$ cat src/gmii_tx_pkg.sv
// GMII transmitter shared types, frame constants and the FSM state encoding
package gmii_tx_pkg;

    // one byte on the input stream and on GMII
    typedef logic [7:0] gmii_byte_t;

    // frame lengths and length limits, in bytes
    typedef logic [15:0] pkt_len_t;

    // inter-frame gap in byte times
    typedef logic [7:0] ifg_len_t;

    // running CRC-32 remainder, reflected
    typedef logic [31:0] crc_t;

    typedef enum logic [2:0] {
        TX_IDLE     = 3'd0,
        TX_PREAMBLE = 3'd1,
        TX_PAYLOAD  = 3'd2,
        TX_LAST     = 3'd3,
        TX_PAD      = 3'd4,
        TX_FCS      = 3'd5,
        TX_IFG      = 3'd6
    } tx_state_t;

    // preamble byte and start-of-frame delimiter
    localparam gmii_byte_t ETH_PRE = 8'h55;
    localparam gmii_byte_t ETH_SFD = 8'hD5;

    // preamble bytes ahead of the SFD
    localparam int PREAMBLE_LEN = 7;

    // frame check sequence length in bytes
    localparam int FCS_LEN = 4;

    // header byte pointer, enough for bytes 0 to 13
    localparam int HDR_PTR_W = 4;

endpackage

$ cat src/gmii_tx_crc32.sv
// Ethernet CRC-32 register, reflected, one byte per update
module gmii_tx_crc32 (
    input  logic                    clk,
    input  logic                    crc_init,
    input  logic                    crc_update,
    input  gmii_tx_pkg::gmii_byte_t crc_data,
    output gmii_tx_pkg::crc_t       crc_state
);

    import gmii_tx_pkg::*;

    // 0x04C11DB7 with its bits reversed, for LSB-first shifting
    localparam crc_t CRC_POLY_REFL = 32'hEDB88320;

    crc_t crc_reg;

    // eight serial steps, data bit 0 first
    function automatic crc_t crc_step(input crc_t crc_in, input gmii_byte_t data);
        crc_t crc;
        crc = crc_in;
        for (int i = 0; i < 8; i++) begin
            if (crc[0] ^ data[i]) begin
                crc = (crc >> 1) ^ CRC_POLY_REFL;
            end else begin
                crc = crc >> 1;
            end
        end
        return crc;
    endfunction

    always_ff @(posedge clk) begin
        if (crc_init) begin
            crc_reg <= '1;
        end else if (crc_update) begin
            crc_reg <= crc_step(crc_reg, crc_data);
        end
    end

    assign crc_state = crc_reg;

    // the sequencer never restarts the remainder while feeding it
    a_init_update_excl: assert property (
        @(posedge clk) !(crc_init && crc_update)
    );

endmodule

$ cat src/gmii_tx_ctrl.sv
// GMII transmit sequencer with padding, FCS, gap, error marking and statistics
module gmii_tx_ctrl #(
    parameter int MIN_FRAME_LEN = 64,
    parameter bit PADDING_EN = 1'b1
) (
    input  logic                    clk,
    input  logic                    reset_crc,
    input  gmii_tx_pkg::gmii_byte_t tdata,
    input  logic                    tvalid,
    input  logic                    tlast,
    input  logic                    tuser,
    output logic                    tready,
    input  gmii_tx_pkg::pkt_len_t   cfg_tx_max_pkt_len,
    input  gmii_tx_pkg::ifg_len_t   cfg_tx_ifg,
    input  logic                    cfg_tx_enable,
    output logic                    crc_init,
    output logic                    crc_update,
    output gmii_tx_pkg::gmii_byte_t crc_data,
    input  gmii_tx_pkg::crc_t       crc_state,
    output logic                    hdr_start,
    output logic                    hdr_byte_valid,
    output gmii_tx_pkg::gmii_byte_t hdr_data,
    input  logic                    is_mcast,
    input  logic                    is_bcast,
    input  logic                    is_vlan,
    output gmii_tx_pkg::gmii_byte_t gmii_txd,
    output logic                    gmii_tx_en,
    output logic                    gmii_tx_er,
    output logic                    tx_start_packet,
    output logic                    stat_tx_byte,
    output gmii_tx_pkg::pkt_len_t   stat_tx_pkt_len,
    output logic                    stat_tx_pkt_ucast,
    output logic                    stat_tx_pkt_mcast,
    output logic                    stat_tx_pkt_bcast,
    output logic                    stat_tx_pkt_vlan,
    output logic                    stat_tx_pkt_good,
    output logic                    stat_tx_pkt_bad,
    output logic                    stat_tx_err_oversize,
    output logic                    stat_tx_err_user,
    output logic                    stat_tx_err_underflow
);

    import gmii_tx_pkg::*;

    localparam int MIN_LEN_W = $clog2(MIN_FRAME_LEN - FCS_LEN);
    localparam logic [MIN_LEN_W-1:0] MIN_CNT_INIT = MIN_LEN_W'(MIN_FRAME_LEN - FCS_LEN - 1);
    localparam logic [2:0] PRE_CNT_INIT = 3'(PREAMBLE_LEN - 1);
    localparam logic [1:0] FCS_PTR_LAST = 2'(FCS_LEN - 1);

    tx_state_t state;
    gmii_byte_t s_tdata;

    logic [2:0] pre_cnt;
    logic [MIN_LEN_W-1:0] min_cnt;
    logic [1:0] fcs_ptr;
    pkt_len_t frame_len;
    pkt_len_t len_lim;
    ifg_len_t ifg_cnt;

    logic frame_reg;
    logic frame_next;
    logic in_frame;
    logic payload_end;
    logic stat_pend;
    logic err_user_flag;
    logic err_underflow_flag;
    logic err_oversize_flag;
    logic frame_error;

    // frame_reg is high while the source is mid-frame
    assign frame_next = (tvalid && tready) ? !tlast : frame_reg;
    assign in_frame = state inside {TX_PAYLOAD, TX_LAST, TX_PAD, TX_FCS};

    // limit check looks ahead over the held byte and the FCS
    assign payload_end = !tvalid || tlast || (len_lim < 6);
    assign frame_error = err_user_flag || err_underflow_flag || err_oversize_flag;

    assign crc_init = state inside {TX_IDLE, TX_PREAMBLE};
    assign crc_update = state inside {TX_PAYLOAD, TX_LAST, TX_PAD};
    assign crc_data = s_tdata;
    assign hdr_start = crc_init;
    assign hdr_byte_valid = crc_update;
    assign hdr_data = s_tdata;

    // one byte of lookahead between the stream and GMII
    always_ff @(posedge clk) begin
        case (state)
            TX_PREAMBLE: if (pre_cnt <= 3'd1) s_tdata <= tdata;
            TX_PAYLOAD: s_tdata <= tdata;
            TX_LAST, TX_PAD: s_tdata <= '0;
            default: s_tdata <= s_tdata;
        endcase
    end

    always_ff @(posedge clk) begin
        if (reset_crc) begin
            state <= TX_IDLE;
            frame_reg <= 1'b0;
            tready <= 1'b0;
            pre_cnt <= '0;
            min_cnt <= '0;
            fcs_ptr <= '0;
            frame_len <= '0;
            len_lim <= '0;
            ifg_cnt <= '0;
            stat_pend <= 1'b0;
            err_user_flag <= 1'b0;
            err_underflow_flag <= 1'b0;
            err_oversize_flag <= 1'b0;
            gmii_txd <= '0;
            gmii_tx_en <= 1'b0;
            gmii_tx_er <= 1'b0;
            tx_start_packet <= 1'b0;
            stat_tx_byte <= 1'b0;
            stat_tx_pkt_len <= '0;
            stat_tx_pkt_ucast <= 1'b0;
            stat_tx_pkt_mcast <= 1'b0;
            stat_tx_pkt_bcast <= 1'b0;
            stat_tx_pkt_vlan <= 1'b0;
            stat_tx_pkt_good <= 1'b0;
            stat_tx_pkt_bad <= 1'b0;
            stat_tx_err_oversize <= 1'b0;
            stat_tx_err_user <= 1'b0;
            stat_tx_err_underflow <= 1'b0;
        end else begin
            frame_reg <= frame_next;
            tready <= 1'b0;
            stat_pend <= 1'b0;
            gmii_txd <= '0;
            gmii_tx_en <= 1'b0;
            gmii_tx_er <= 1'b0;
            tx_start_packet <= 1'b0;
            stat_tx_byte <= 1'b0;
            stat_tx_pkt_len <= '0;
            stat_tx_pkt_ucast <= 1'b0;
            stat_tx_pkt_mcast <= 1'b0;
            stat_tx_pkt_bcast <= 1'b0;
            stat_tx_pkt_vlan <= 1'b0;
            stat_tx_pkt_good <= 1'b0;
            stat_tx_pkt_bad <= 1'b0;
            stat_tx_err_oversize <= 1'b0;
            stat_tx_err_user <= 1'b0;
            stat_tx_err_underflow <= 1'b0;

            // per-frame counters, held through the gap for the statistics
            if (crc_init) begin
                frame_len <= '0;
                len_lim <= cfg_tx_max_pkt_len;
                min_cnt <= MIN_CNT_INIT;
                err_user_flag <= 1'b0;
                err_underflow_flag <= 1'b0;
                err_oversize_flag <= 1'b0;
            end else if (in_frame) begin
                if (!(&frame_len)) frame_len <= frame_len + 1'b1;
                if (len_lim != '0) len_lim <= len_lim - 1'b1;
                if (min_cnt != '0) min_cnt <= min_cnt - 1'b1;
            end
            if (pre_cnt != '0) pre_cnt <= pre_cnt - 1'b1;
            if (ifg_cnt != '0) ifg_cnt <= ifg_cnt - 1'b1;

            case (state)
                TX_IDLE: begin
                    pre_cnt <= PRE_CNT_INIT;
                    if (tvalid && cfg_tx_enable) begin
                        gmii_txd <= ETH_PRE;
                        gmii_tx_en <= 1'b1;
                        state <= TX_PREAMBLE;
                    end
                end
                TX_PREAMBLE: begin
                    gmii_txd <= ETH_PRE;
                    gmii_tx_en <= 1'b1;
                    if (pre_cnt == 3'd1) begin
                        tready <= 1'b1;
                    end else if (pre_cnt == '0) begin
                        tready <= 1'b1;
                        gmii_txd <= ETH_SFD;
                        stat_tx_byte <= 1'b1;
                        state <= TX_PAYLOAD;
                    end
                end
                TX_PAYLOAD: begin
                    gmii_txd <= s_tdata;
                    gmii_tx_en <= 1'b1;
                    stat_tx_byte <= 1'b1;
                    tready <= 1'b1;
                    // SFD is on the wire during the first payload cycle
                    tx_start_packet <= frame_len == '0;
                    if (payload_end) begin
                        tready <= frame_next;
                        err_user_flag <= tvalid && tuser;
                        err_underflow_flag <= !tvalid;
                        err_oversize_flag <= len_lim < 6;
                        state <= TX_LAST;
                    end
                end
                TX_LAST, TX_PAD: begin
                    gmii_txd <= s_tdata;
                    gmii_tx_en <= 1'b1;
                    gmii_tx_er <= frame_error;
                    stat_tx_byte <= 1'b1;
                    tready <= frame_next;
                    fcs_ptr <= '0;
                    if (PADDING_EN && min_cnt != '0) begin
                        state <= TX_PAD;
                    end else begin
                        state <= TX_FCS;
                    end
                end
                TX_FCS: begin
                    gmii_txd <= ~crc_state[8*fcs_ptr +: 8];
                    gmii_tx_en <= 1'b1;
                    gmii_tx_er <= frame_error;
                    stat_tx_byte <= 1'b1;
                    tready <= frame_next;
                    ifg_cnt <= cfg_tx_ifg;
                    if (fcs_ptr != FCS_PTR_LAST) begin
                        fcs_ptr <= fcs_ptr + 1'b1;
                    end else begin
                        stat_pend <= 1'b1;
                        state <= TX_IFG;
                    end
                end
                TX_IFG: begin
                    // keep draining whatever is left of a cut frame
                    tready <= frame_next;
                    if (stat_pend) begin
                        stat_tx_pkt_len <= frame_len;
                        stat_tx_pkt_good <= !frame_error;
                        stat_tx_pkt_bad <= frame_error;
                        stat_tx_pkt_ucast <= !is_mcast;
                        stat_tx_pkt_mcast <= is_mcast && !is_bcast;
                        stat_tx_pkt_bcast <= is_bcast;
                        stat_tx_pkt_vlan <= is_vlan;
                        stat_tx_err_oversize <= err_oversize_flag;
                        stat_tx_err_user <= err_user_flag;
                        stat_tx_err_underflow <= err_underflow_flag;
                    end
                    if (ifg_cnt <= ifg_len_t'(1) && !frame_reg) begin
                        state <= TX_IDLE;
                    end
                end
                default: begin
                    state <= TX_IDLE;
                end
            endcase
        end
    end

    a_er_in_frame: assert property (
        @(posedge clk) disable iff (reset_crc) gmii_tx_er |-> gmii_tx_en
    );

    // nothing is taken from the source between frames
    a_no_ready_idle: assert property (
        @(posedge clk) disable iff (reset_crc) (state == TX_IDLE) |-> !tready
    );

endmodule

$ cat src/gmii_tx_hdr_class.sv
// destination address and VLAN tag classifier over the outgoing frame bytes
module gmii_tx_hdr_class (
    input  logic                    clk,
    input  logic                    reset_crc,
    input  logic                    hdr_start,
    input  logic                    hdr_byte_valid,
    input  gmii_tx_pkg::gmii_byte_t hdr_data,
    output logic                    is_mcast,
    output logic                    is_bcast,
    output logic                    is_vlan
);

    import gmii_tx_pkg::*;

    localparam gmii_byte_t BCAST_BYTE = 8'hFF;

    // 802.1Q tag protocol identifier 0x8100
    localparam gmii_byte_t TPID_HI = 8'h81;
    localparam gmii_byte_t TPID_LO = 8'h00;

    logic [HDR_PTR_W-1:0] hdr_ptr;

    // saturates past the ethertype
    always_ff @(posedge clk) begin
        if (reset_crc || hdr_start) begin
            hdr_ptr <= '0;
        end else if (hdr_byte_valid && !(&hdr_ptr)) begin
            hdr_ptr <= hdr_ptr + 1'b1;
        end
    end

    always_ff @(posedge clk) begin
        if (reset_crc) begin
            is_mcast <= 1'b0;
            is_bcast <= 1'b0;
            is_vlan <= 1'b0;
        end else if (hdr_byte_valid) begin
            case (hdr_ptr)
                0: begin
                    // group bit of the destination
                    is_mcast <= hdr_data[0];
                    is_bcast <= hdr_data == BCAST_BYTE;
                end
                1, 2, 3, 4, 5: begin
                    is_bcast <= is_bcast && (hdr_data == BCAST_BYTE);
                end
                12: begin
                    is_vlan <= hdr_data == TPID_HI;
                end
                13: begin
                    is_vlan <= is_vlan && (hdr_data == TPID_LO);
                end
                default: begin
                    // source address and beyond
                end
            endcase
        end
    end

endmodule

$ cat src/gmii_tx_top.sv
// GMII frame transmitter top, joining the sequencer, CRC and header classifier
module gmii_tx_top #(
    parameter int MIN_FRAME_LEN = 64,
    parameter bit PADDING_EN = 1'b1
) (
    input  logic                    clk,
    input  logic                    reset_crc,
    input  gmii_tx_pkg::gmii_byte_t tdata,
    input  logic                    tvalid,
    input  logic                    tlast,
    input  logic                    tuser,
    output logic                    tready,
    input  gmii_tx_pkg::pkt_len_t   cfg_tx_max_pkt_len,
    input  gmii_tx_pkg::ifg_len_t   cfg_tx_ifg,
    input  logic                    cfg_tx_enable,
    output gmii_tx_pkg::gmii_byte_t gmii_txd,
    output logic                    gmii_tx_en,
    output logic                    gmii_tx_er,
    output logic                    tx_start_packet,
    output logic                    stat_tx_byte,
    output gmii_tx_pkg::pkt_len_t   stat_tx_pkt_len,
    output logic                    stat_tx_pkt_ucast,
    output logic                    stat_tx_pkt_mcast,
    output logic                    stat_tx_pkt_bcast,
    output logic                    stat_tx_pkt_vlan,
    output logic                    stat_tx_pkt_good,
    output logic                    stat_tx_pkt_bad,
    output logic                    stat_tx_err_oversize,
    output logic                    stat_tx_err_user,
    output logic                    stat_tx_err_underflow
);

    import gmii_tx_pkg::*;

    logic crc_init;
    logic crc_update;
    gmii_byte_t crc_data;
    crc_t crc_state;

    logic hdr_start;
    logic hdr_byte_valid;
    gmii_byte_t hdr_data;
    logic is_mcast;
    logic is_bcast;
    logic is_vlan;

    gmii_tx_ctrl #(
        .MIN_FRAME_LEN(MIN_FRAME_LEN),
        .PADDING_EN(PADDING_EN)
    ) u_ctrl (
        .clk(clk), .reset_crc(reset_crc),
        .tdata(tdata), .tvalid(tvalid), .tlast(tlast), .tuser(tuser), .tready(tready),
        .cfg_tx_max_pkt_len(cfg_tx_max_pkt_len), .cfg_tx_ifg(cfg_tx_ifg),
        .cfg_tx_enable(cfg_tx_enable),
        .crc_init(crc_init), .crc_update(crc_update),
        .crc_data(crc_data), .crc_state(crc_state),
        .hdr_start(hdr_start), .hdr_byte_valid(hdr_byte_valid), .hdr_data(hdr_data),
        .is_mcast(is_mcast), .is_bcast(is_bcast), .is_vlan(is_vlan),
        .gmii_txd(gmii_txd), .gmii_tx_en(gmii_tx_en), .gmii_tx_er(gmii_tx_er),
        .tx_start_packet(tx_start_packet), .stat_tx_byte(stat_tx_byte),
        .stat_tx_pkt_len(stat_tx_pkt_len),
        .stat_tx_pkt_ucast(stat_tx_pkt_ucast), .stat_tx_pkt_mcast(stat_tx_pkt_mcast),
        .stat_tx_pkt_bcast(stat_tx_pkt_bcast), .stat_tx_pkt_vlan(stat_tx_pkt_vlan),
        .stat_tx_pkt_good(stat_tx_pkt_good), .stat_tx_pkt_bad(stat_tx_pkt_bad),
        .stat_tx_err_oversize(stat_tx_err_oversize), .stat_tx_err_user(stat_tx_err_user),
        .stat_tx_err_underflow(stat_tx_err_underflow)
    );

    gmii_tx_crc32 u_crc32 (
        .clk(clk),
        .crc_init(crc_init),
        .crc_update(crc_update),
        .crc_data(crc_data),
        .crc_state(crc_state)
    );

    gmii_tx_hdr_class u_hdr_class (
        .clk(clk),
        .reset_crc(reset_crc),
        .hdr_start(hdr_start),
        .hdr_byte_valid(hdr_byte_valid),
        .hdr_data(hdr_data),
        .is_mcast(is_mcast),
        .is_bcast(is_bcast),
        .is_vlan(is_vlan)
    );

endmodule

$ cat config.mk
export PLATFORM = sky130hd
export DESIGN_NAME = gmii_tx_top
export DESIGN_NICKNAME = d
export VERILOG_FILES = /design/src/gmii_tx_pkg.sv /design/src/gmii_tx_crc32.sv /design/src/gmii_tx_ctrl.sv /design/src/gmii_tx_hdr_class.sv /design/src/gmii_tx_top.sv
export SDC_FILE = /design/constraint.sdc
export NUM_CORES = 1
export LEC_CHECK = 0
export BUFFER_PORTS_ARGS = -buffer_cell sky130_fd_sc_hd__buf_4
export CAP_MARGIN = 30
export CORE_MARGIN = 2
export CORE_UTILIZATION = 60
export DETAILED_ROUTE_END_ITERATION = 16
export MAX_ROUTING_LAYER = met4
export PLACE_DENSITY = 0.81
export SLEW_MARGIN = 20
export SYNTH_ARGS = -nofsm -noshare
export SYNTH_HDL_FRONTEND = slang
export SYNTH_SLANG_ARGS = --single-unit
$ cat constraint.sdc
create_clock -name clk -period 5.41 [get_ports clk]
set_clock_uncertainty 0.05 [all_clocks]
set_input_delay 0.541 -clock clk [delete_from_list [all_inputs] [get_ports clk]]
set_output_delay 0.541 -clock clk [all_outputs]
set_load 0.01 [all_outputs]
== After elaboration in Yosys (flattened, before gate mapping) ==
Cells that the tools add are included.
Storage, ports and cells
  flip-flop bits (word level): 144
  input bits: 38
  output and inout bits: 38
  word-level logic and storage cells: 230
Cells by class
  add/sub/neg operators: 7
  order comparisons: 3
  eq/ne operators: 25
  shift operators: 1
  multiplexer cells: 69
  bitwise operators: 23
  reductions and logical operators: 66
Operators with widths (number)
  $mux 32: 22
  $not 13->14: 8
  $mux 16: 3
  $mux 8: 5
  $pmux 8 s4: 1
  $shiftx 32x6->8: 1
  $mux 3: 8
  $pmux 8 s3: 1
  $mux 6: 3
  $pmux 3 s6: 1
  $reduce_and 2->1: 9
  $reduce_bool 2->1: 9
  $mux 1: 17
  $add 16x1->16 const B: 1
  $eq 8x8->1 const B: 2
  $logic_not 16->1: 1
  $lt 16x3->1 const B: 1
  $reduce_and 16->1: 1
  $reduce_bool 16->1: 1
  $sub 16x1->16 const B: 1
  $ne 2x2->1 const B: 7
  $reduce_or 2->1: 6
  $reduce_or 5->1: 2
  $eq 3x3->1 const B: 3
  36 further kinds: 80

== Depth between registers and ports, before layout ==
Gate-level depths: netlist of run 1.
  depth in word-level cells: 30
  mapped depth: 9
  depth with buffers taken out: 9

== By module ==
A second synthesis of run 1 with hierarchy kept.
Second synthesis, totals
  cell total of the unflattened synthesis: 825
  area, all modules: 7494.7 sq um
Modules (own cells, without submodules)
  gmii_tx_ctrl: instances 1, cells an instance 589, area an instance 5102.4 sq um
  gmii_tx_crc32: instances 1, cells an instance 182, area an instance 1931.9 sq um
  gmii_tx_hdr_class: instances 1, cells an instance 54, area an instance 460.4 sq um

== Worst setup path after synthesis of run 1 ==
No wires, ideal clock.
  path kind: register to register
  start point: reg u_ctrl.len_lim[0]
  end point: reg u_ctrl.len_lim[3]
  library setup time: 116 ps
  arrival time: 1985 ps
  slack: 3259 ps
  cell stages (with the launch flop): 8
  period minus slack after synthesis: 2151 ps
  path through: dfxtp_1 > inv_1 > ha_1 > nor4b_1 > and4_1 > or4_1 > maj3_1 > a31o_1
On the way
  cells in the longest elaborated chain, start to end: 4
  elaborated cells between the ends (all ways): 7
  classes of those cells: add/sub: 1; mux: 3; reduce/logical: 3
RTL lines
  from (decl): line gmii_tx_ctrl.sv:57  | pkt_len_t len_lim;
  from (signal assigned): line gmii_tx_ctrl.sv:148  | len_lim <= cfg_tx_max_pkt_len;
  from (signal assigned): line gmii_tx_ctrl.sv:155  | if (len_lim != '0) len_lim <= len_lim - 1'b1;
  $sub 16x1->16: line gmii_tx_ctrl.sv:155
  $mux 16: line gmii_tx_ctrl.sv:155
  $mux 16: line gmii_tx_ctrl.sv:153  | end else if (in_frame) begin
  $mux 16: line gmii_tx_ctrl.sv:146  | if (crc_init) begin
Several ways; a longest one is shown, not always the timed one. The select of a mux whose other input is x is not followed.
A chain may end at the register's enable or synchronous reset.

== Final worst setup path of run 1 ==
  start point: reg u_ctrl.state[2]
  end point: reg u_hdr_class.hdr_ptr[3]
On the way
  cells in the longest elaborated chain, start to end: 3
  elaborated cells between the ends (all ways): 9
  classes of those cells: eq/ne: 4; reduce/logical: 5
RTL lines
  from (decl): line gmii_tx_ctrl.sv:50  | tx_state_t state;
  from (signal assigned): line gmii_tx_ctrl.sv:97  | state <= TX_IDLE;
  from (signal assigned): line gmii_tx_ctrl.sv:167  | state <= TX_PREAMBLE;
  from (signal assigned): line gmii_tx_ctrl.sv:179  | state <= TX_PAYLOAD;
  $eq 3x2->1 (tied with other cells): line gmii_tx_ctrl.sv:79  | assign crc_update = state inside {TX_PAYLOAD, TX_LAST, TX_PAD};
  $reduce_bool 3->1 or $reduce_bool 2->1 (tied branches): line gmii_tx_ctrl.sv:79, gmii_tx_ctrl.sv:78
  $logic_and 1x1->1 or $logic_or 1x1->1 (tied branches): line gmii_tx_hdr_class.sv:27, gmii_tx_hdr_class.sv:25
  to (signal assigned): line gmii_tx_hdr_class.sv:28  | hdr_ptr <= hdr_ptr + 1'b1;
  to (decl): line gmii_tx_hdr_class.sv:21  | logic [HDR_PTR_W-1:0] hdr_ptr;
Several ways; a longest one is shown, not always the timed one.

==> summary.txt, run 1 <==
Status: finished clean
Die area: 13,100 µm²
Antenna Nets Post-Route: 0
Crit path max fanout: 33
Number of synthesis warnings: 0
Congestion Overflow GR: 0
Cell row count: 40
Post-Syn Area: 7350 µm²
# IOs: 76
Sequential share of the synthesized area: 40.3%
Antenna violations before repair: 0
Worst-Margin Slew: 921 ps
Total GRT Usage: 30.1%
Period utilisation layout: 51.9%
Int Pwr: 0.00243 W
Syn Area/Cell: 9.00 µm²
Combinational power share: 32.4%
Commonest cells after routing, fill and taps aside: dfxtp_1 (136), nor2_1 (96), nand2_1 (81)
Antenna Cells: 0
Setup TNS: 0 ps
Min Tclk post-route: 2810 ps
CTS tree: built
Core area: 12,000 µm²
Met1 Track Usage GR: 36.3%
Initial Util: 61.4%
Peak supply drop: 0.326 mV
Portion of netlist area occupied by mux cells: 3.56%
CTS root buf: clkbuf_16
CTS clk-pin slew, worst paths: 60 ps
Sequential Power Share: 35.0%
Clock buffer depth: 2
Residual DRC: 0
Routed wire length: 18,500 µm
Primary FF master, synth: dfxtp_1
Dpl ws: 2250 ps
Post-synth EDFFs: 8
Fin. max-slew vios: 0
FILL cells: 885
Synth Net Count: 867
# nets final: 926
Post-CTS Setup Bufs: 0
CTS buffer count: 17
Routing usage on met2: 49.4%
Worst Path Required: 5650 ps
Final setup violating endpoints: 0
Post-Synth Adder-Cell Area: 3.22%
Number of global-route vias before repair: 6,151
DR pass1 iterations: 6
Horiz. Die Dim: 115 µm
RePlAce Congestion: 0.966
Top Usage Layer GRT: met2
Synth cell types: 68
Largest net degree at the start of global routing: 48
Pwr dens: 435 nW/µm²
Cells after Synth: 816
Worst skew pair latency: 440 ps
CP endpoint kind: flop
HPWL Detailed: 12,700 µm
Placed insts: 1,001
#FFs+latches synth: 144
Die height: 115 µm
Leakage: 3.37 nW
Clock power share: 32.6%
Area of the multi-input gates: 4150 µm²
Xor-xnor portion of the synthesized cell area: 13.9%
Simple logic cell fraction of the synthesized area: 21.3%
DR iter-0 viols: 623
Final setup margin: 2600 ps
Synth-to-layout area growth: 17.5%
Compound-gate portion of the synthesized area: 14.2%
RSZ-0062 raised after global routing: no
Port-buffer cells: 75
Most common cell after layout, fill and taps aside: dfxtp_1
Vias per cell: 6.06
H-tree levels: 4
Max Clk Rate: 0.356 GHz
WS Path Type: reg2reg
Fin. Hold Viols: 0
Slew headroom: 38.4%
M3 GR Usage: 5.56%
Switch share: 35.2%
Post_cts resized: 0
Worst Path Arrival: 3050 ps
Final Total Pwr: 0.00375 W
Core Util, Final: 72.2%
Final non-filler cell total: 1,035
Clock Sinks: 144
Max reg flops: 32
CTS hold repair buffers: 0
Layout cells sized above 1: 18.0%
Via Count: 6,271
First-pass GRT wire length: 30,300 µm
Ys async rst share: 0%
Max_cap viols: 0
Switching Power: 0.00132 W
Crit path launch type: flop
Flip-flop and latch area: 2960 µm²
Largest family of logic cells by synthesized area: simple AND/OR/NAND/NOR gates
HP Class: in2reg
Per-cell routed wire length: 17.9 µm
[synthesized netlist by cell type, types with 7 or more instances]
library cell | n | share of area (%)
a21oi_1 | 42 | 2.9
a31oi_1 | 17 | 1.4
and2_1 | 28 | 2.4
buf_1 | 7 | 0.36
buf_2 | 10 | 0.68
clkbuf_1 | 26 | 1.3
dfxtp_1 | 136 | 37
edfxtp_1 | 8 | 3.3
ha_1 | 13 | 2.2
inv_1 | 20 | 1.0
mux2i_1 | 7 | 0.95
mux4_2 | 8 | 2.5
nand2_1 | 81 | 4.1
nand3_1 | 20 | 1.4
nand4_1 | 9 | 0.77
nor2_1 | 97 | 5.0
nor3_1 | 26 | 1.8
nor4_1 | 9 | 0.77
o211ai_1 | 26 | 2.7
o21ai_0 | 19 | 1.3
o21ai_1 | 8 | 0.54
xnor2_1 | 37 | 4.4
xnor2_2 | 12 | 2.7
xor2_1 | 40 | 4.8
[final cells by class]
class	instances	area share (%)
clock inverters	13	2.06
clock buffers	19	5.02
well taps	147	2.13
inverters	20	0.870
repair buffers	83	7.54
flip-flops and latches	144	34.3
multi-input cells	609	48.1
[power by group through the flow]
stage / Combinational [W] / Sequential, W / Clock, W
floorplan: 0.000939 / 0.00128 / 0
global placement: 0.00113 / 0.00133 / 0
detailed placement: 0.00118 / 0.00134 / 0
CTS: 0.00119 / 0.00132 / 0.00123
global route: 0.00132 / 0.00133 / 0.00128
finish: 0.00121 / 0.00132 / 0.00122
[routing by layer]
layer  part of all wire (%)  vias up
met5                      0        -
met4                    2.5        0
met3                    5.3       46
met2                     50      231
met1                     42     2990
li1                       -     3004
[stage by stage]
stage | hold WS (ps) | cell area (µm²)
2_1_floorplan | 356 | 7350
3_3_place_gp | 382 | 7970
3_5_place_dp | 386 | 8000
4_1_cts | 308 | 8610
5_1_grt | 317 | 8630
6_report | 311 | 8630
[cells by family after synthesis]
family / count (synthesis)
muxes: 16
buffers and inverters: 63
xor gates and xnor gates: 95
AOI/OAI and AO/OA: 159
adders and majority gates: 20
and+or+nand+nor: 319
DFF: 144
[worst max-delay path, stage by stage, from the launching register on]
cell     delay (ps)
dfxtp_1         360
buf_4           270
nor2b_1         700
nor2_4          300
buf_16          260
a31oi_1         350
nand4_1         160
xor2_1          150
nor2_1           50
[path summary, 6_finish.rpt]
check / from / to / slack (ps) / cells past startpoint
max reg2reg: u_ctrl.state[2] / u_hdr_class.hdr_ptr[3] / 2600 / 8
min reg2reg: u_hdr_class.is_mcast / u_ctrl.stat_tx_pkt_ucast / 400 / 1
min: cfg_tx_ifg[3] / u_ctrl.ifg_cnt[3] / 310 / 3
max: u_ctrl.state[2] / u_hdr_class.hdr_ptr[3] / 2600 / 8
(Power assumes the default switching activity.)
==> run 2: changes to the inputs <==
--- a/config.mk
+++ b/config.mk
@@ -8,10 +8,10 @@
 export BUFFER_PORTS_ARGS = -buffer_cell sky130_fd_sc_hd__buf_4
 export CAP_MARGIN = 30
 export CORE_MARGIN = 2
-export CORE_UTILIZATION = 60
+export CORE_UTILIZATION = 59
 export DETAILED_ROUTE_END_ITERATION = 16
 export MAX_ROUTING_LAYER = met4
-export PLACE_DENSITY = 0.81
+export PLACE_DENSITY = 0.8
 export SLEW_MARGIN = 20
 export SYNTH_ARGS = -nofsm -noshare
 export SYNTH_HDL_FRONTEND = slang
==> constraint.sdc (replaced) <==
create_clock -name clk -period 2.9 [get_ports clk]
set_clock_uncertainty 0.05 [all_clocks]
set_input_delay 0.29 -clock clk [delete_from_list [all_inputs] [get_ports clk]]
set_output_delay 0.29 -clock clk [all_outputs]
set_load 0.01 [all_outputs]
==> run 2 against run 1 <==
Core utilization about the same. Wire length up 0.96%. Critical path depth decreased by 3. Setup slack got worse by 2200 ps. Largest cell class unchanged. Flip-flop and latch count unchanged. Fmax grew 14%. Via count increased by 0.92%. Global-route usage up 0.11 points. Sequential power rose by 83%. Worst hold slack got worse by 240 ps. Die area is 1.6% higher.
==> summary.txt, run 2 (same netlist as run 1, synthesis figures left out) <==
FILL cells: 915 (was 885)
Most common cell after layout, fill and taps aside: dfxtp_1 (unchanged)
CP top delay family: simple AND/OR/NAND/NOR gates (unchanged)
DR iter-0 viols: 536 (was 623)
RSZ-0062 raised after global routing: no (unchanged)
CP endpoint kind: flop (unchanged)
Commonest cells after routing, fill and taps aside: dfxtp_1 (136), nor2_1 (96), buf_4 (90) (was dfxtp_1 (136), nor2_1 (96), nand2_1 (81))
CTS hold repair buffers: 0 (unchanged)
Crit path max fanout: 21 (was 33)
Die height: 116 µm (was 115 µm)
Setup TNS: 0 ps (unchanged)
Routed wire length: 18,700 µm (was 18,500 µm)
Int Pwr: 0.00455 W (was 0.00243 W)
Final setup margin: 437 ps (was 2600 ps)
Crit path launch type: flop (unchanged)
Port-buffer cells: 75 (unchanged)
Worst-Margin Slew: 788 ps (was 921 ps)
Sequential Power Share: 35.0% (about the same)
Switch share: 34.3% (was 35.2%)
Worst R2R End: u_ctrl.frame_len[15] (was u_hdr_class.hdr_ptr[3])
Die area: 13,400 µm² (was 13,100 µm²)
WS Path Type: reg2reg (unchanged)
Worst hold stages: 3 (unchanged)
Max Clk Rate: 0.406 GHz (was 0.356 GHz)
Vias per cell: 5.95 (was 6.06)
Max_cap viols: 0 (unchanged)
Horiz. Die Dim: 116 µm (was 115 µm)
CTS tree: built (unchanged)
R2r setup slk: 440 ps (was 2600 ps)
Total GRT Usage: 30.2% (was 30.1%)
Largest net degree at the start of global routing: 55 (was 48)
Leakage: 3.39 nW (was 3.37 nW)
Pwr dens: 796 nW/µm² (was 435 nW/µm²)
Fin. max-slew vios: 0 (unchanged)
R2R Path Start: u_ctrl.state[2] (unchanged)
Initial Util: 60.9% (was 61.4%)
Crit-path most repeated cell: nand2_1
HPWL Detailed: 13,000 µm (was 12,700 µm)
Worst path buffer plus inverter count: 2 (unchanged)
First-pass GRT wire length: 30,400 µm (was 30,300 µm)
Crit-path cells: inv_1, nand2_1, nand2_1, buf_4, nor3_1 (was buf_4, nor2b_1, nor2_4, buf_16, a31oi_1, nand4_1, xor2_1, nor2_1)
Slowest CP cell: dfxtp_1 (was nor2b_1)
Dpl ws: 505 ps (was 2250 ps)
Worst Path Required: 3200 ps (was 5650 ps)
Critical Path Stages: 5 (was 8)
H-tree levels: 4 (unchanged)
Max reg flops: 32 (unchanged)
Residual DRC: 0 (unchanged)
CTS clk-pin slew, worst paths: 60 ps (about the same)
DR pass1 iterations: 5 (was 6)
# IOs: 76 (unchanged)
# nets final: 934 (was 926)
Clock Sinks: 144 (unchanged)
Synth-to-layout area growth: 18.4% (was 17.5%)
Worst Hold Path EP: u_ctrl.ifg_cnt[0] (was u_ctrl.ifg_cnt[3])
Final setup violating endpoints: 0 (unchanged)
Number of global-route vias before repair: 6,097 (was 6,151)
Post-CTS Setup Bufs: 0 (unchanged)
Worst Path Arrival: 2770 ps (was 3050 ps)
HP Class: in2reg (unchanged)
Core area: 12,100 µm² (was 12,000 µm²)
Post_cts resized: 0 (unchanged)
CTS buffer count: 17 (unchanged)
Cell row count: 40 (unchanged)
Min Tclk post-route: 2460 ps (was 2810 ps)
Flip-flop and latch area: 2960 µm² (unchanged)
Antenna Nets Post-Route: 0 (unchanged)
Worst skew pair latency: 430 ps (was 440 ps)
CTS root buf: clkbuf_16 (unchanged)
Slew headroom: 47.0% (was 38.4%)
Period utilisation layout: 84.9% (was 51.9%)
RePlAce Congestion: 0.907 (was 0.966)
Fin. Hold Viols: 0 (unchanged)
Via Count: 6,329 (was 6,271)
Switching Power: 0.00238 W (was 0.00132 W)
Peak supply drop: 0.778 mV (was 0.326 mV)
Per-cell routed wire length: 17.6 µm (was 17.9 µm)
Status: finished clean (unchanged)
Clock power share: 32.1% (was 32.6%)
Max incr delay on CP: 700 ps (about the same)
Antenna Cells: 0 (unchanged)
Antenna violations before repair: 0 (unchanged)
Min-delay src: cfg_tx_ifg[0] (was cfg_tx_ifg[3])
Layout cells sized above 1: 18.8% (was 18.0%)
Area of the multi-input gates: 4150 µm² (unchanged)
Combinational power share: 32.9% (was 32.4%)
R2R depth: 5 (was 8)
Clock buffer depth: 2 (unchanged)
Congestion Overflow GR: 0 (unchanged)
## run 2: cell types whose count changed in the layout (fill, tap and decap cells not counted), moves of 2 or more
| cell | previous run | this run |
|---|---|---|
| clkbuf_16 | 17 | 19 |
| buf_4 | 80 | 90 |
| clkinv_2 | 0 | 2 |
| inv_6 | 4 | 1 |
| clkinvlp_4 | 0 | 2 |
## run 2: worst max-delay path by stage
stage,from,to
after floorplan,u_ctrl.len_lim[0],u_ctrl.len_lim[3]
after global placement,u_ctrl.state[2],u_ctrl.tready
after detailed placement,u_ctrl.state[2],u_ctrl.frame_len[15]
after CTS,u_ctrl.state[2],u_ctrl.frame_len[15]
after global routing,u_ctrl.state[2],u_ctrl.frame_len[15]
final,u_ctrl.state[2],u_ctrl.frame_len[15]
## run 2: through the flow
stage	util, %	instances	instance area, µm²	hold WS [ps]	total power (W)
CTS	72.1	1063	8700	56.2	0.00693
detailed placement	67.1	1032	8090	379	0.00470
global placement	67.1	1032	8090	383	0.00465
finish	72.1	1063	8700	70.3	0.00693
floorplan	-	816	7350	356	0.00415
global route	72.1	1063	8700	72.3	0.00728
## run 2: area by class of cell
| cell class | count | area share [%] |
|---|---|---|
| flip-flops and latches | 144 | 34.1 |
| multi-input cells | 609 | 47.7 |
| well taps | 168 | 2.42 |
| clock buffers | 20 | 5.51 |
| inverters | 20 | 0.863 |
| repair buffers | 91 | 8.00 |
| clock inverters | 11 | 1.48 |
## run 2: power by group through the flow
stage	Clock (W)	Combinational, W	Sequential (W)
detailed placement	0	0.00225	0.00246
finish	0.00223	0.00228	0.00242
floorplan	0	0.00175	0.00240
global placement	0	0.00220	0.00244
CTS	0.00225	0.00227	0.00242
global route	0.00233	0.00250	0.00244
## run 2: routing by layer
metal,GRT usage (%),part of all wire (%),vias up
li1,-,-,3019
met1,36.1,43,3092
met2,51.3,51,191
met3,6.64,4.5,27
met4,8.76,1.4,0
met5,-,0,-
## run 2: worst min-delay path, stage by stage
cell     delay (ps)
buf_4           110
nand2_1          50
a21oi_1          50
==> run 3: changes to the inputs <==
--- a/config.mk
+++ b/config.mk
@@ -5,13 +5,14 @@
 export SDC_FILE = /design/constraint.sdc
 export NUM_CORES = 1
 export LEC_CHECK = 0
+export ABC_AREA = 1
 export BUFFER_PORTS_ARGS = -buffer_cell sky130_fd_sc_hd__buf_4
 export CAP_MARGIN = 30
 export CORE_MARGIN = 2
-export CORE_UTILIZATION = 59
+export CORE_UTILIZATION = 54
 export DETAILED_ROUTE_END_ITERATION = 16
 export MAX_ROUTING_LAYER = met4
-export PLACE_DENSITY = 0.8
+export PLACE_DENSITY = 0.77
 export SLEW_MARGIN = 20
 export SYNTH_ARGS = -nofsm -noshare
 export SYNTH_HDL_FRONTEND = slang
==> constraint.sdc (replaced) <==
create_clock -name clk -period 2.06 [get_ports clk]
set_clock_uncertainty 0.05 [all_clocks]
set_input_delay 0.206 -clock clk [delete_from_list [all_inputs] [get_ports clk]]
set_output_delay 0.206 -clock clk [all_outputs]
set_load 0.01 [all_outputs]
==> run 3 against run 2 <==
Worst hold slack worse by 66 ps. Power is 100% higher. Sequential share of layout area decreased by 2.1 points. Global-route usage decreased by 0.76 points. Critical endpoint is now u_crc32.crc_state[21]. Wire length rose by 14%. Flip-flop and latch count is the same. Cell count is 34% higher. Die area rose by 14%.
==> summary.txt, run 3 <==
Horiz. Die Dim: 124 µm (was 116 µm)
Sequential share of the synthesized area: 38.4% (was 40.3%)
Most common cell after layout, fill and taps aside: nand2_1 (was dfxtp_1)
Crit-path cells: inv_1, nand2_1, nand2_1, nand2_1, nand2_1, xor2_2, nand2_1, nand2_1, o21bai_1 (was inv_1, nand2_1, nand2_1, buf_4, nor3_1)
Crit-path most repeated cell: nand2_1 (unchanged)
Number of synthesis warnings: 0 (unchanged)
Worst path buffer plus inverter count: 1 (was 2)
Clock Sinks: 144 (unchanged)
Slew headroom: 66.3% (was 47.0%)
CTS clk-pin slew, worst paths: 60 ps (about the same)
Setup TNS: 0 ps (unchanged)
Ys async rst share: 0% (unchanged)
CTS buffer count: 17 (unchanged)
FILL cells: 1,178 (was 915)
Per-cell routed wire length: 14.9 µm (was 17.6 µm)
Synth-to-layout area growth: 20.2% (was 18.4%)
Top cells by count, synth: nand2_1 (284), nor2_1 (143), dfxtp_1 (136) (was dfxtp_1 (136), nor2_1 (97), nand2_1 (81))
Primary FF master, synth: dfxtp_1 (unchanged)
RePlAce Congestion: 0.917 (was 0.907)
Area contributors post-synth: dfxtp_1 (35%), nand2_1 (14%), nor2_1 (7.0%) (was dfxtp_1 (37%), nor2_1 (5.0%), xor2_1 (4.8%))
First-pass GRT wire length: 33,900 µm (was 30,400 µm)
Fin. Hold Viols: 0 (unchanged)
Fin Hold WS: 4.46 ps (was 70.3 ps)
Cells after Synth: 1,139 (was 816)
H-tree levels: 4 (unchanged)
Flip-flop and latch area: 2960 µm² (unchanged)
# nets final: 1,287 (was 934)
DR iter-0 viols: 759 (was 536)
Crit path launch type: flop (unchanged)
WS Path Type: reg2reg (unchanged)
Antenna violations before repair: 0 (unchanged)
Synth Net Count: 1,190 (was 867)
Via Count: 7,732 (was 6,329)
Antenna Nets Post-Route: 0 (unchanged)
Post-synth top area cell: dfxtp_1 (unchanged)
Commonest cells after routing, fill and taps aside: nand2_1 (283), nor2_1 (142), dfxtp_1 (136) (was dfxtp_1 (136), nor2_1 (96), buf_4 (90))
Core area: 13,900 µm² (was 12,100 µm²)
Port-buffer cells: 75 (unchanged)
# IOs: 76 (unchanged)
CTS root buf: clkbuf_16 (unchanged)
Max Clk Rate: 0.535 GHz (was 0.406 GHz)
Max_cap viols: 0 (unchanged)
Final setup violating endpoints: 0 (unchanged)
Placed insts: 1,388 (was 1,032)
Cell row count: 43 (was 40)
Worst Path Required: 2340 ps (was 3200 ps)
Final Total Pwr: 0.0141 W (was 0.00693 W)
Routed wire length: 21,300 µm (was 18,700 µm)
Post-synth top area share: 35.3% (was 37.1%)
Synth cell types: 49 (was 68)
Status: finished clean (unchanged)
Area of the multi-input gates: 4120 µm² (was 4150 µm²)
Worst skew pair latency: 440 ps (was 430 ps)
Vias per cell: 5.41 (was 5.95)
HP Class: in2reg (unchanged)
Total GRT Usage: 29.5% (was 30.2%)
Congestion Overflow GR: 0 (unchanged)
Fin. max-slew vios: 0 (unchanged)
Die area: 15,300 µm² (was 13,400 µm²)
Largest net degree at the start of global routing: 49 (was 55)
Max reg flops: 32 (unchanged)
Antenna Cells: 0 (unchanged)
HPWL Detailed: 14,900 µm (was 13,000 µm)
Slowest CP cell: edfxtp_1 (was dfxtp_1)
RSZ-0062 raised after global routing: no (unchanged)
#FFs+latches synth: 144 (unchanged)
Final non-filler cell total: 1,428 (was 1,063)
Syn Area/Cell: 6.77 µm² (was 9.00 µm²)
Pwr dens: 1520 nW/µm² (was 796 nW/µm²)
Peak supply drop: 0.750 mV (was 0.778 mV)
Leakage: 4.27 nW (was 3.39 nW)
Crit path max fanout: 6 (was 21)
Worst-Margin Slew: 506 ps (was 788 ps)
Max incr delay on CP: 480 ps (was 700 ps)
Period utilisation layout: 90.8% (was 84.9%)
CP endpoint kind: flop (unchanged)
Min Tclk post-route: 1870 ps (was 2460 ps)
DR pass1 iterations: 6 (was 5)
Top-count cell post-synth: nand2_1 (was dfxtp_1)
Worst Path Arrival: 2140 ps (was 2770 ps)
CTS tree: built (unchanged)
Die height: 124 µm (was 116 µm)
Residual DRC: 0 (unchanged)
CP top delay family: simple AND/OR/NAND/NOR gates (unchanged)
Layout cells sized above 1: 13.9% (was 18.8%)
Clock buffer depth: 2 (unchanged)
Initial Util: 55.4% (was 60.9%)
Post-Syn Area: 7710 µm² (was 7350 µm²)
Post-synth EDFFs: 8 (unchanged)
Number of global-route vias before repair: 7,058 (was 6,097)
==> run 3: changes by cell type in the layout (fill, tap and decap cells not counted), sizes merged, moves of 13 or more <==
cell	delta
buf	+18
nor2	+50
a31oi	-15
xnor2	-41
and2	-26
o21ai	+50
nand3	+53
o211ai	-13
a21oi	+34
nand2	+213
inv	+112
==> run 3: path summary, 6_finish.rpt <==
kind / startpoint / end / slack [ps] / cells past startpoint
worst max-delay path: u_ctrl.crc_data[5] / u_crc32.crc_state[21] / 190 / 9
worst min-delay path: tuser / u_ctrl.err_user_flag / 4 / 3
worst max register to register: u_ctrl.crc_data[5] / u_crc32.crc_state[21] / 190 / 9
worst min register to register: u_hdr_class.is_bcast / u_ctrl.stat_tx_pkt_mcast / 390 / 1
==> run 3: per-stage QoR <==
| step | setup WS, ps | area, µm² | utilization, % |
|---|---|---|---|
| floorplan | 106 | 7710 | - |
| global placement | 82.7 | 8590 | 61.7 |
| detailed placement | 81.6 | 8590 | 61.7 |
| CTS | 68.9 | 9210 | 66.1 |
| global route | 5.56 | 9270 | 66.5 |
| finish | 190 | 9270 | 66.5 |
==> run 3: final cells by class <==
type / instances / share of cell area, %
Clock buffer: 21 / 4.97
Clock inverter: 10 / 1.19
Multi-Input combinational cell: 826 / 44.4
Sequential cell: 144 / 32.0
Tap cell: 180 / 2.43
Inverter: 133 / 5.38
Timing Repair Buffer: 114 / 9.64
==> run 3: power by group <==
group          internal (W)  switching, W  total (W)
sequential          0.00344      0.000566    0.00400
combinational       0.00254       0.00455    0.00709
clock               0.00183       0.00120    0.00304
==> run 3: cells by family after synthesis <==
logic type,share of synthesized area [%]
AO/OA/AOI/OAI,14.3
adder cells (fa/ha/maj),2.11
XOR/XNOR,5.22
buffers and inverters,8.53
flip-flops,38.4
AND/OR/NAND/NOR,31.1
multiplexers,0.260
==> run 3: worst min-delay path: stages <==
cell	delay, ps
buf_4	110
nand3_1	60
o21ai_0	60
==> run 3: repair_timing <==
action                                  4_1_cts  5_1_grt
hold endpoints to repair                      5        0
endpoints found under the setup margin        0       20
hold buffers                                  5        0
resized for setup                             0        6
buffers inserted                              0        4
==> run 3: per-layer routing <==
layer	track usage, %	vias to the layer above	part of all wire, %
li1	-	3869	-
met1	39.3	3540	46
met2	43.7	277	45
met3	6.41	46	6.8
met4	11.4	0	2.5
met5	-	-	0
